## src/dotp_consts.svh

```systemverilog
// ------------------------------------------------
// Dot-product engine constants
// Memory map, lane count, data widths and the
// depth of the column FIFO
// ------------------------------------------------
`ifndef DOTP_CONSTS_SVH
`define DOTP_CONSTS_SVH

// Memory map
`define DOTP_ROW_BASE    64'h0000_0004_0000_0000 // One 512-bit row beat
`define DOTP_COL_BASE    64'h0000_0004_0001_0000 // Column element 0
`define DOTP_COL_STRIDE  64'd64                  // One beat per column element
`define DOTP_RES_BASE    64'h0000_0004_0002_0000 // First result word
`define DOTP_RES_STRIDE  64'd8                   // One 64-bit result per run

// Vector shape
`define DOTP_LANES       16
`define DOTP_BEAT_W      512

// Data widths
`define DOTP_ELEM_W      32
`define DOTP_ACC_W       64
`define DOTP_ADDR_W      64
`define DOTP_IDX_W       5  // Must reach DOTP_LANES itself

// Column buffering
`define DOTP_FIFO_DEPTH  4

`endif

```

## src/dotp_pkg.sv

```systemverilog
// ------------------------------------------------
// Dot-product engine types
// Element, accumulator, index and address words,
// plus the two views of a returned read beat
// ------------------------------------------------
`default_nettype none

`include "dotp_consts.svh"

package dotp_pkg;

  typedef logic signed [`DOTP_ELEM_W-1:0] elem_t;
  typedef logic signed [`DOTP_ACC_W-1:0]  acc_t;
  typedef logic [`DOTP_IDX_W-1:0]         idx_t;
  typedef logic [`DOTP_ADDR_W-1:0]        addr_t;

  // Row beat carries all lanes, lane 0 lowest
  // Column beat only uses its low element
  typedef union packed {
    elem_t [`DOTP_LANES-1:0] row;
    struct packed {
      logic [`DOTP_BEAT_W-`DOTP_ELEM_W-1:0] pad;
      elem_t                                val;
    } col;
  } rbeat_u;

endpackage

`default_nettype wire

```

## src/dotp_ctrl.sv

```systemverilog
// ------------------------------------------------
// Dot-product control FSM
// Sequences the row read, the sixteen column reads,
// the MAC drain and the single result write
// ------------------------------------------------
`timescale 1ns/1ps
`default_nettype none

`include "dotp_consts.svh"

module dotp_ctrl (
  input  logic            clk,
  input  logic            sync_rst_n,
  input  logic            start,
  input  logic            ar_ready,
  input  logic            r_valid,
  output logic            r_ready,
  output logic            ar_valid,
  output dotp_pkg::addr_t ar_addr,
  output logic            wr_valid,
  input  logic            wr_ready,
  output dotp_pkg::addr_t wr_addr,
  output logic            busy,
  output logic            done,
  input  logic            fifo_full,
  input  logic            req_done,
  input  logic            mac_done,
  input  dotp_pkg::idx_t  req_idx,
  output logic            row_cap,
  output logic            col_push,
  output logic            req_inc,
  output logic            clr
);

  typedef enum logic [2:0] {
    IDLE,
    ROW_REQ,
    ROW_WAIT,
    COL_REQ,
    DRAIN,
    WRITE
  } state_t;

  state_t          state;
  state_t          state_nxt;
  logic            col_phase;
  dotp_pkg::addr_t col_addr;

  // Column beats may arrive while requests are still going out
  assign col_phase = (state == COL_REQ) || (state == DRAIN);
  assign col_addr  = `DOTP_COL_BASE + (dotp_pkg::addr_t'(req_idx) * `DOTP_COL_STRIDE);

  // ------------------------------------------------
  // Read request and response handshakes
  // ------------------------------------------------
  assign ar_valid = (state == ROW_REQ) || ((state == COL_REQ) && !req_done);
  assign ar_addr  = (state == ROW_REQ) ? `DOTP_ROW_BASE : col_addr;
  assign req_inc  = (state == COL_REQ) && ar_valid && ar_ready;

  assign r_ready  = (state == ROW_WAIT) || (col_phase && !fifo_full);
  assign row_cap  = (state == ROW_WAIT) && r_valid;
  assign col_push = col_phase && r_valid && r_ready;

  assign clr      = (state == IDLE) && start; // Start ignored once running
  assign wr_valid = (state == WRITE);
  assign busy     = (state != IDLE);

  always_comb begin
    state_nxt = state;
    case (state)
      IDLE:     if (start) state_nxt = ROW_REQ;
      ROW_REQ:  if (ar_ready) state_nxt = ROW_WAIT;
      ROW_WAIT: if (r_valid) state_nxt = COL_REQ;
      COL_REQ:  if (req_done) state_nxt = DRAIN;
      DRAIN:    if (mac_done) state_nxt = WRITE; // Accumulator final here
      WRITE:    if (wr_ready) state_nxt = IDLE;
      default:  state_nxt = IDLE;
    endcase
  end

  // ------------------------------------------------
  // State, result address and done pulse
  // ------------------------------------------------
  always_ff @(posedge clk or negedge sync_rst_n) begin
    if (!sync_rst_n) begin
      state   <= IDLE;
      wr_addr <= `DOTP_RES_BASE;
      done    <= 1'b0;
    end else begin
      state <= state_nxt;
      done  <= wr_valid && wr_ready;
      if (wr_valid && wr_ready) begin
        wr_addr <= wr_addr + `DOTP_RES_STRIDE; // Next run lands one word up
      end
    end
  end

  // A stalled read request must not change under the memory
  ar_hold_a : assert property (@(posedge clk) disable iff (!sync_rst_n)
    ar_valid && !ar_ready |=> ar_valid && $stable(ar_addr));

endmodule

`default_nettype wire

```

## src/dotp_counter.sv

```systemverilog
// ------------------------------------------------
// Element counters
// Tracks column requests issued and products
// accumulated, each saturating at the lane count
// ------------------------------------------------
`timescale 1ns/1ps
`default_nettype none

`include "dotp_consts.svh"

module dotp_counter (
  input  logic           clk,
  input  logic           sync_rst_n,
  input  logic           clr,
  input  logic           req_inc,
  input  logic           pop,
  output dotp_pkg::idx_t req_idx,
  output dotp_pkg::idx_t mac_idx,
  output logic           req_done,
  output logic           mac_done
);

  localparam dotp_pkg::idx_t LANES = `DOTP_LANES;

  always_ff @(posedge clk or negedge sync_rst_n) begin
    if (!sync_rst_n) begin
      req_idx <= '0;
      mac_idx <= '0;
    end else if (clr) begin
      req_idx <= '0;
      mac_idx <= '0;
    end else begin
      if (req_inc) req_idx <= req_idx + 1'b1;
      if (pop)     mac_idx <= mac_idx + 1'b1; // One product per popped column
    end
  end

  assign req_done = (req_idx == LANES);
  assign mac_done = (mac_idx == LANES);

  // Ctrl and FIFO must never drive a seventeenth element
  req_cap_a : assert property (@(posedge clk) disable iff (!sync_rst_n)
    req_inc |-> req_idx < LANES);
  mac_cap_a : assert property (@(posedge clk) disable iff (!sync_rst_n)
    pop |-> mac_idx < LANES);

endmodule

`default_nettype wire

```

## src/row_buffer.sv

```systemverilog
// ------------------------------------------------
// Row buffer
// Holds the sixteen row elements and hands the
// MAC the lane picked by the product index
// ------------------------------------------------
`timescale 1ns/1ps
`default_nettype none

`include "dotp_consts.svh"

module row_buffer (
  input  logic            clk,
  input  logic            sync_rst_n,
  input  logic            row_cap,
  input  dotp_pkg::rbeat_u r_data,
  input  dotp_pkg::idx_t  mac_idx,
  output dotp_pkg::elem_t row_elem
);

  localparam int SEL_W = $clog2(`DOTP_LANES);

  dotp_pkg::elem_t [`DOTP_LANES-1:0] row_q;

  always_ff @(posedge clk or negedge sync_rst_n) begin
    if (!sync_rst_n) begin
      row_q <= '0;
    end else if (row_cap) begin
      row_q <= r_data.row; // Whole beat in one cycle
    end
  end

  // Index of LANES means all products done, present zero
  always_comb begin
    if (mac_idx < `DOTP_LANES) begin
      row_elem = row_q[mac_idx[SEL_W-1:0]];
    end else begin
      row_elem = '0;
    end
  end

endmodule

`default_nettype wire

```

## src/col_fifo.sv

```systemverilog
// ------------------------------------------------
// Column element FIFO
// Small first-word-fall-through buffer between the
// read data port and the MAC
// ------------------------------------------------
`timescale 1ns/1ps
`default_nettype none

`include "dotp_consts.svh"

module col_fifo (
  input  logic            clk,
  input  logic            sync_rst_n,
  input  logic            push,
  input  dotp_pkg::elem_t din,
  input  logic            pop,
  output dotp_pkg::elem_t dout,
  output logic            full,
  output logic            empty
);

  localparam int DEPTH = `DOTP_FIFO_DEPTH;
  localparam int PTR_W = $clog2(DEPTH);

  dotp_pkg::elem_t mem [DEPTH];
  logic [PTR_W-1:0] wr_ptr;
  logic [PTR_W-1:0] rd_ptr;
  logic [PTR_W:0]   count;

  // Storage
  always_ff @(posedge clk) begin
    if (push) mem[wr_ptr] <= din;
  end

  always_ff @(posedge clk or negedge sync_rst_n) begin
    if (!sync_rst_n) begin
      wr_ptr <= '0;
      rd_ptr <= '0;
      count  <= '0;
    end else begin
      if (push) wr_ptr <= (wr_ptr == PTR_W'(DEPTH - 1)) ? '0 : wr_ptr + 1'b1;
      if (pop)  rd_ptr <= (rd_ptr == PTR_W'(DEPTH - 1)) ? '0 : rd_ptr + 1'b1;
      count <= count + (PTR_W + 1)'(push) - (PTR_W + 1)'(pop);
    end
  end

  assign dout  = mem[rd_ptr]; // Head is visible without a read cycle
  assign full  = (count == (PTR_W + 1)'(DEPTH));
  assign empty = (count == '0);

  no_overflow_a : assert property (@(posedge clk) disable iff (!sync_rst_n)
    push |-> !full);
  no_underflow_a : assert property (@(posedge clk) disable iff (!sync_rst_n)
    pop |-> !empty);

endmodule

`default_nettype wire

```

## src/mac_unit.sv

```systemverilog
// ------------------------------------------------
// Multiply-accumulate unit
// Signed 32x32 product added into a 64-bit sum,
// one term per popped column element
// ------------------------------------------------
`timescale 1ns/1ps
`default_nettype none

module mac_unit (
  input  logic            clk,
  input  logic            sync_rst_n,
  input  logic            clr,
  input  logic            pop,
  input  dotp_pkg::elem_t row_elem,
  input  dotp_pkg::elem_t col_elem,
  output dotp_pkg::acc_t  acc
);

  dotp_pkg::acc_t row_ext;
  dotp_pkg::acc_t col_ext;
  dotp_pkg::acc_t prod;

  // Both operands signed, so the casts sign-extend
  assign row_ext = dotp_pkg::acc_t'(row_elem);
  assign col_ext = dotp_pkg::acc_t'(col_elem);
  assign prod    = row_ext * col_ext; // Full product fits in 64 bits

  // ------------------------------------------------
  // Accumulator
  // ------------------------------------------------
  always_ff @(posedge clk or negedge sync_rst_n) begin
    if (!sync_rst_n) begin
      acc <= '0;
    end else if (clr) begin
      acc <= '0;
    end else if (pop) begin
      acc <= acc + prod;
    end
  end

endmodule

`default_nettype wire

```

## src/dotp_top.sv

```systemverilog
// ------------------------------------------------
// Dot-product engine top
// Reads one row beat and sixteen column beats,
// then writes the signed 64-bit dot product
// ------------------------------------------------
`timescale 1ns/1ps
`default_nettype none

module dotp_top (
  input  logic             clk,
  input  logic             sync_rst_n,
  input  logic             start,
  output logic             ar_valid,
  output dotp_pkg::addr_t  ar_addr,
  input  logic             ar_ready,
  input  logic             r_valid,
  input  dotp_pkg::rbeat_u r_data,
  output logic             r_ready,
  output logic             wr_valid,
  output dotp_pkg::addr_t  wr_addr,
  output dotp_pkg::acc_t   wr_data,
  input  logic             wr_ready,
  output logic             busy,
  output logic             done
);

  logic            row_cap;
  logic            col_push;
  logic            req_inc;
  logic            clr;
  logic            fifo_full;
  logic            fifo_empty;
  logic            fifo_pop;
  logic            req_done;
  logic            mac_done;
  dotp_pkg::idx_t  req_idx;
  dotp_pkg::idx_t  mac_idx;
  dotp_pkg::elem_t row_elem;
  dotp_pkg::elem_t col_elem;

  assign fifo_pop = !fifo_empty; // MAC takes a term whenever one is waiting

  dotp_ctrl dotp_ctrl_inst (
    .clk       (clk),
    .sync_rst_n(sync_rst_n),
    .start     (start),
    .ar_ready  (ar_ready),
    .r_valid   (r_valid),
    .r_ready   (r_ready),
    .ar_valid  (ar_valid),
    .ar_addr   (ar_addr),
    .wr_valid  (wr_valid),
    .wr_ready  (wr_ready),
    .wr_addr   (wr_addr),
    .busy      (busy),
    .done      (done),
    .fifo_full (fifo_full),
    .req_done  (req_done),
    .mac_done  (mac_done),
    .req_idx   (req_idx),
    .row_cap   (row_cap),
    .col_push  (col_push),
    .req_inc   (req_inc),
    .clr       (clr)
  );

  dotp_counter dotp_counter_inst (
    .clk(clk), .sync_rst_n(sync_rst_n), .clr(clr), .req_inc(req_inc), .pop(fifo_pop),
    .req_idx(req_idx), .mac_idx(mac_idx), .req_done(req_done), .mac_done(mac_done)
  );

  row_buffer row_buffer_inst (
    .clk(clk), .sync_rst_n(sync_rst_n), .row_cap(row_cap), .r_data(r_data),
    .mac_idx(mac_idx), .row_elem(row_elem)
  );

  // Column view: element sits in the low 32 bits of the beat
  col_fifo col_fifo_inst (
    .clk(clk), .sync_rst_n(sync_rst_n), .push(col_push), .din(r_data.col.val),
    .pop(fifo_pop), .dout(col_elem), .full(fifo_full), .empty(fifo_empty)
  );

  mac_unit mac_unit_inst (
    .clk(clk), .sync_rst_n(sync_rst_n), .clr(clr), .pop(fifo_pop),
    .row_elem(row_elem), .col_elem(col_elem), .acc(wr_data)
  );

endmodule

`default_nettype wire

```

## config.mk

```make
export PLATFORM = sky130hd
export DESIGN_NAME = dotp_top
export DESIGN_NICKNAME = d
export VERILOG_FILES = /design/src/dotp_pkg.sv /design/src/dotp_ctrl.sv /design/src/dotp_counter.sv /design/src/row_buffer.sv /design/src/col_fifo.sv /design/src/mac_unit.sv /design/src/dotp_top.sv
export VERILOG_INCLUDE_DIRS = /design/src /design/src/src
export SDC_FILE = /design/constraint.sdc
export NUM_CORES = 2
export LEC_CHECK = 0
export BUFFER_PORTS_ARGS = -buffer_cell sky130_fd_sc_hd__buf_2
export CAP_MARGIN = 15
export CORE_ASPECT_RATIO = 0.9
export CORE_MARGIN = 2
export CORE_UTILIZATION = 60
export DETAILED_ROUTE_END_ITERATION = 6
export HOLD_SLACK_MARGIN = 0.05
export PLACE_DENSITY = 0.92
export SYNTH_ARGS = -nofsm -noshare
export SYNTH_HDL_FRONTEND = slang
export SYNTH_SLANG_ARGS = --single-unit
```

## constraint.sdc

```tcl
create_clock -name clk -period 30 [get_ports clk]
set_input_delay 3 -clock clk [delete_from_list [all_inputs] [get_ports clk]]
set_output_delay 3 -clock clk [all_outputs]
set_load 0.01 [all_outputs]
```

==> Word-level counts from Yosys, hierarchy flattened <==
Memory sizes are Yosys's and may differ from the RTL's.
Cells that the tools add are included.
{ "classes": {"mul": 1, "addsub": 9, "n_mux": 21, "n_eq_ne": 17, "n_lt_le_gt_ge": 2, "n_reduce_logical": 20} }
{ "ops": {"columns": ["op", "count"], "rows": [
  ["two-way mux 64 bit", 3],
  ["binary-select mux 32 bit (select 4 bit)", 1],
  ["adder 64 x 4 -> 64 bit, second input constant", 1],
  ["adder 64 bit", 1],
  ["multiplier 32 x 32 -> 64 bit", 1],
  ["two-way mux 32 bit", 2],
  ["adder 35 x 11 -> 36 bit, first input constant", 1],
  ["two-way mux 5 bit", 4],
  ["two-way mux 3 bit", 6],
  ["case mux 3 bit (6 select lines)", 1],
  ["adder 5 x 1 -> 5 bit, second input constant", 2],
  ["== test 5 bit, second input constant", 2],
  ["!= test 2 bit, second input constant", 5],
  ["== test 3 bit, second input constant", 3],
  ["logical AND 1 bit", 9],
  ["== test 3 x 2 -> 1 bit, second input constant", 2],
  ["zero test 3 bit", 2],
  ["AND reduction 6 bit", 1],
  ["less-than comparator 4 x 5 -> 1 bit, second input constant", 1],
  ["less-than comparator 5 bit, second input constant", 1],
  ["adder 2 x 1 -> 2 bit, second input constant", 2],
  ["== test 2 bit, second input constant", 2],
  ["two-way mux 2 bit", 2],
  ["!= test 2 x 1 -> 1 bit, second input constant", 2],
  ["8 further kinds", 13]
]} }
{ "totals": {"n_memories": 1, "mem_bits_rw": 128, "input_bits": 518, "elab_cells": 96, "output_inout_bits": 197, "reg_bits": 661} }
{ "memory_table": {"columns": ["name", "depth", "word_bits", "read_ports", "rd_ports_with_merged_regs", "write_ports", "line_no", "text"], "rows": [
  ["col_fifo_inst.mem", 4, 32, 1, 0, 1, "col_fifo.sv:25", "dotp_pkg::elem_t mem [DEPTH];"]
]} }

==> Longest topological paths before layout <==
{ "depth": {"word_depth": 8, "depth_mapped": 36, "ltp_nobuf": 31} }

==> Modules after synthesis <==
From an unflattened synthesis, not the netlist that was laid out.
{ "hier_totals": {"cells_unflattened": 6817, "hier_area_um2": 75592.5} }
{ "by_module_without_submodules": {"columns": ["module", "seq_area_each_um2", "cells_per_inst", "instances", "area_each_um2"], "rows": [
  ["mac_unit", 1601.5, 4588, 1, 42839.8],
  ["row_buffer", 12812.3, 1598, 1, 23436.2],
  ["col_fifo", 4018.9, 204, 1, 5077.4],
  ["dotp_ctrl", 1629.1, 372, 1, 3652.3],
  ["dotp_counter", 250.2, 54, 1, 583.1],
  ["dotp_top", 0.0, 1, 1, 3.8]
]} }

==> Least setup slack after synthesis <==
OpenSTA, ideal clock, no wires.
{ "synth_path": {"path_kind": "flip-flop to flip-flop", "from": "register col_fifo_inst.rd_ptr[1]", "to": "register mac_unit_inst.acc[56]", "stages_incl_launch_ff": 31, "path_buffers": 4, "slack_ns": 20.043, "arrival_time_ns": 9.820, "t_required_ns": 29.862, "period_less_slack_ns": 9.957, "setup_time_ns": 0.138, "cell_sequence": "dfrtp_1 clkbuf_1 buf_1 buf_1 mux4_2 clkbuf_1 nand2_1 fa_1 fa_1 inv_1 fa_1 inv_1 fa_1 inv_1 fa_1 fa_1 fa_1 inv_1 fa_1 inv_1 ha_1 and2_1 a2111oi_0 o31ai_1 a311oi_1 o21a_1 o21ai_1 a221o_1 a21oi_1 xor2_1 a21oi_1"} }
{ "synth_via": {"elab_chain_cells": 5} }
{ "synth_rtl": {"columns": ["item", "line_no", "text"], "rows": [
  ["from (decl)", "col_fifo.sv:27", "logic [PTR_W-1:0] rd_ptr;"],
  ["from (signal assigned)", "col_fifo.sv:42", "if (pop) rd_ptr <= (rd_ptr == PTR_W'(DEPTH - 1)) ? '0 : rd_ptr + 1'b1;"],
  ["memory read (4 x 32 bit)", null, null],
  ["multiplier 32 x 32 -> 64 bit", "mac_unit.sv:26", "assign prod = row_ext * col_ext;"],
  ["adder 64 bit", "mac_unit.sv:37", "acc <= acc + prod;"],
  ["two-way mux 64 bit", "mac_unit.sv:36", "end else if (pop) begin"],
  ["two-way mux 64 bit", "mac_unit.sv:34", "end else if (clr) begin"],
  ["to (signal assigned)", "mac_unit.sv:37", null],
  ["to (decl)", "mac_unit.sv:16", "output dotp_pkg::acc_t acc"]
]} }
No other way between the ends. The select of a mux whose other input is x is not followed.
A chain may end at the register's enable or synchronous reset.

==> Worst setup path in the final report <==
{ "layout_path": {"from": "register dotp_counter_inst.mac_idx[0]", "to": "register mac_unit_inst.acc[59]"} }
{ "layout_via": {"elab_chain_cells": 7, "word_cells_on_any_way": 8, "classes_between": "1 x add/sub; 1 x mul; 1 x order compare; 5 x mux"} }
{ "layout_rtl": {"columns": ["item", "line_no", "text"], "rows": [
  ["from (decl)", "dotp_counter.sv:18", "output dotp_pkg::idx_t mac_idx,"],
  ["from (signal assigned)", "dotp_counter.sv:34", "if (pop) mac_idx <= mac_idx + 1'b1;"],
  ["binary-select mux 32 bit (select 4 bit)", "row_buffer.sv:35", "row_elem = row_q[mac_idx[SEL_W-1:0]];"],
  ["two-way mux 32 bit (implied by the code)", "row_buffer.sv:35", null],
  ["two-way mux 32 bit (*)", "row_buffer.sv:34", "if (mac_idx < `DOTP_LANES) begin"],
  ["multiplier 32 x 32 -> 64 bit (*)", "mac_unit.sv:26", null],
  ["adder 64 bit (*)", "mac_unit.sv:37", null],
  ["two-way mux 64 bit (*)", "mac_unit.sv:36", null],
  ["two-way mux 64 bit (*)", "mac_unit.sv:34", null]
]} }
Every way passes the cells marked *; elsewhere a longest branch is shown, timed or not. The select of a mux whose other input is x is not followed.

==> results.sh <==
export IMPL_outcome="finished clean"
export IMPL_cp_startpoint="dotp_counter_inst.mac_idx[0]$_DFFE_PN0P_"
export IMPL_grt_pass1_wl_um=367000
export IMPL_htreeDepth=3
export IMPL_synthCells=6704
export IMPL_r2r_slack_ns=17.50
export IMPL_cts_tree="done"
export IMPL_synth_ff_latch_count=786
export IMPL_grt_pass1_vias=59100
export IMPL_fillers=8418
export IMPL_yosys_area_top_type_share_pct=32.6
export IMPL_drv_cap=0
export IMPL_postSynth_asyncResetShare_pct=83.7
export IMPL_min_period_ns=12.50
export IMPL_critPathMaxFanout=42
export IMPL_yosys_warnings=0
export IMPL_hold_viol_final=0
export IMPL_ant_nets=0
export IMPL_critPathSlowestCell="dfrtp_4"
export IMPL_routed_wl_um=248000
export IMPL_rsz0062_at_grt="no"
export IMPL_r2r_start="dotp_counter_inst.mac_idx[0]$_DFFE_PN0P_"
export IMPL_synth_area_um2=74300
export IMPL_drc=0
export IMPL_ys_dominant_reg_cell="dfrtp_1"
export IMPL_relSlewSlack_pct=12.6
export IMPL_grt_overflow=0
export IMPL_setup_viol=0
export IMPL_yosysSeqAreaShare_pct=27.4
export IMPL_clk_pin_slew_ns=0.07
export IMPL_die_area_um2=127000
export IMPL_start_util_pct=60.4
export IMPL_clockBufferDepth=3
export IMPL_final_setup_tns_ns=0
export IMPL_place_congestion=1.01
export IMPL_wl_per_cell_um=27.7
export IMPL_viasPerCell=6.17
export IMPL_fp_row_count=122
export IMPL_grtUsageTotal_pct=39.6
export IMPL_drv_slew=0
export IMPL_drt_iter0_drc=6222
export IMPL_num_io_pins=715
export IMPL_slowest_delay_ns=1.00
export IMPL_fp_dieH_um=338
export IMPL_grt_max_degree=175
export IMPL_first_pass_iters=7
export IMPL_avgSynthCellArea_um2=11.1
export IMPL_worstPathRequired_ns=30.64
export IMPL_crit_path_end_kind="flip-flop"
export IMPL_max_freq_mhz=80.0
export IMPL_antenna_found_initial=87
export IMPL_synth_area_leaders="fa_1 33%, dfrtp_1 22%, mux2_2 8.1%"
export IMPL_worstSetupPathType="flip-flop to flip-flop"
export IMPL_synth_edf_count=128
export IMPL_fin_skew_ns=0.0724
export IMPL_worstSetupEndpoint="mac_unit_inst.acc[59]$_DFFE_PN0P_"
export IMPL_numCtsBuffers=82
export IMPL_nNetsFinal=9167
export IMPL_critPathLaunchType="flip-flop"
export IMPL_hp_class="flip-flop to flip-flop"
export IMPL_dpl_hpwl_um=189000
export IMPL_via_count=55200
export IMPL_clock_latency_ns=0.74
export IMPL_synth_top_area_cell="fa_1"
export IMPL_cts_sink_count=786
export IMPL_post_route_period_util_pct=41.7
export IMPL_path_common_cell="fa_1"
export IMPL_layout_drive_gt1_share_pct=22.6
export IMPL_clock_root_buffer="clkbuf_16"
export IMPL_cts_repair_resized=0
export IMPL_r2r_end="mac_unit_inst.acc[59]$_DFFE_PN0P_"
export IMPL_critPathArrivalTime_ns=13.13
export IMPL_post_cts_buffers=0
export IMPL_io_buffers=653
export IMPL_layout_cells_non_filler=8953
export IMPL_yosysUniqueCellTypes=78
export IMPL_core_area_um2=123000
export IMPL_holdBufCountCts=0
export IMPL_syn2layout_area_growth_pct=10.6
export IMPL_dieWidth_um=375
export IMPL_placedCellCount=8737
export IMPL_rr_worst_depth=27
export IMPL_worst_slew_pin_slew_ns=1.31
metrics by stage:
stage,cell area [um^2],setup slack (ns),utilization (%),hold WS [ns]
3_3_place_gp,79200,17.87,64.5,0.458
3_5_place_dp,79200,17.71,64.5,0.473
2_1_floorplan,74500,20.04,-,0.475
5_1_grt,82100,16.96,66.8,0.489
4_1_cts,81900,17.68,66.7,0.483
6_report,82100,17.50,66.8,0.486
cells in the final DEF, fill, tap and decap left out, drive strengths merged, types with 23 or more instances in the layout:
cell type | netlist | routed
inv | 1334 | 1342
fa | 1211 | 1211
buf | 122 | 760
nand2 | 703 | 703
dfrtp | 656 | 656
mux2 | 532 | 532
nor2 | 453 | 453
ha | 229 | 229
mux4 | 143 | 143
edfxtp | 128 | 128
clkbuf | 276 | 116
a21oi | 105 | 105
xnor2 | 103 | 103
and2 | 88 | 88
a211oi | 80 | 80
o21ai | 74 | 74
diode | 0 | 67
conb | 2 | 61
nor2b | 56 | 56
a21o | 51 | 51
mux2i | 50 | 50
xor2 | 40 | 40
nand3 | 38 | 38
and3 | 29 | 29
nand4 | 28 | 28
o21a | 23 | 23
synth_stat cells (32+ instances only):
library cell	count
buf_4	68
xor2_1	40
nor2_1	453
ha_1	229
a21oi_1	102
mux2_2	532
a211oi_1	74
mux2i_1	50
buf_2	32
a21o_1	49
xnor2_1	103
and2_1	88
nand2_1	703
edfxtp_1	128
nor2b_1	56
nand3_1	38
clkbuf_1	276
o21ai_0	51
dfrtp_1	656
inv_1	1334
fa_1	1211
mux4_2	143
metal layers:
metal | routed length (um) | part of all wire [%] | GRT usage (%) | vias up
met1 | 79200 | 32 | 46.7 | 28000
met5 | 486 | 0.20 | 0.340 | -
li1 | - | - | - | 21700
met4 | 23100 | 9.3 | 29.8 | 70
met3 | 33500 | 14 | 14.6 | 1299
met2 | 112000 | 45 | 59.8 | 4181
kinds of logic (layout without fill, tap and decap cells):
family	Yosys count	after routing	synth area share, %
xor gates and xnor gates	143	143	1.69
DFF	786	786	27.4
other	2	128	0.0101
muxes	725	725	13.1
buffers and inverters	1732	2243	9.15
AOI/OAI and AO/OA	412	412	3.78
and+or+nand+nor	1464	1464	8.44
adders and majority gates	1440	1440	36.5
state kept, by name, indices dropped and copies added (netlist names):
signal	cells
col_fifo_inst.count	3
col_fifo_inst.mem	128
col_fifo_inst.rd_ptr	2
col_fifo_inst.wr_ptr	2
dotp_counter_inst.mac_idx	5
dotp_counter_inst.req_idx	5
dotp_ctrl_inst.done	1
dotp_ctrl_inst.state	3
dotp_ctrl_inst.wr_addr	61
mac_unit_inst.acc	64
row_buffer_inst.row_q	512
layout make-up:
cell class / instances / area [um^2] / area share (%)
multi-input combinational: 4245 / 47700 / 58.1
sequential: 786 / 20300 / 24.8
inverter: 1334 / 5010 / 6.10
timing repair buffer: 760 / 4120 / 5.02
clock buffer: 116 / 2320 / 2.83
tap: 1612 / 2020 / 2.46
clock inverter: 33 / 403 / 0.491
antenna: 67 / 168 / 0.204
critical path, delay by kind of cell (launching register included):
family | cells | cell delay [ns]
AND/OR/NAND/NOR | 8 | 2.41
buffers and inverters | 4 | 1.42
adder cells (fa/ha/maj) | 9 | 4.54
flip-flops | 1 | 1.00
AO/OA/AOI/OAI | 4 | 1.83
multiplexers | 2 | 1.16
worst min path at each step:
| stage | start | end | slack, ns | depth (start not counted) |
|---|---|---|---|---|
| finish | dotp_ctrl_inst.wr_addr[63]$_DFFE_PN0P_ | dotp_ctrl_inst.wr_addr[63]$_DFFE_PN0P_ | 0.49 | 1 |
| global route | dotp_ctrl_inst.wr_addr[63]$_DFFE_PN0P_ | dotp_ctrl_inst.wr_addr[63]$_DFFE_PN0P_ | 0.49 | 1 |
| CTS | dotp_ctrl_inst.wr_addr[63]$_DFFE_PN0P_ | dotp_ctrl_inst.wr_addr[63]$_DFFE_PN0P_ | 0.48 | 1 |
| detailed placement | dotp_ctrl_inst.wr_addr[63]$_DFFE_PN0P_ | dotp_ctrl_inst.wr_addr[63]$_DFFE_PN0P_ | 0.47 | 1 |
| global placement | dotp_ctrl_inst.wr_addr[63]$_DFFE_PN0P_ | dotp_ctrl_inst.wr_addr[63]$_DFFE_PN0P_ | 0.46 | 1 |
| floorplan | row_buffer_inst.row_q[192]$_DFFE_PN0P_ | row_buffer_inst.row_q[192]$_DFFE_PN0P_ | 0.48 | 1 |
Power is left out: the tool's default activity adds up to more than one toggle a clock period on the data nets, which glitch-free logic cannot reach.
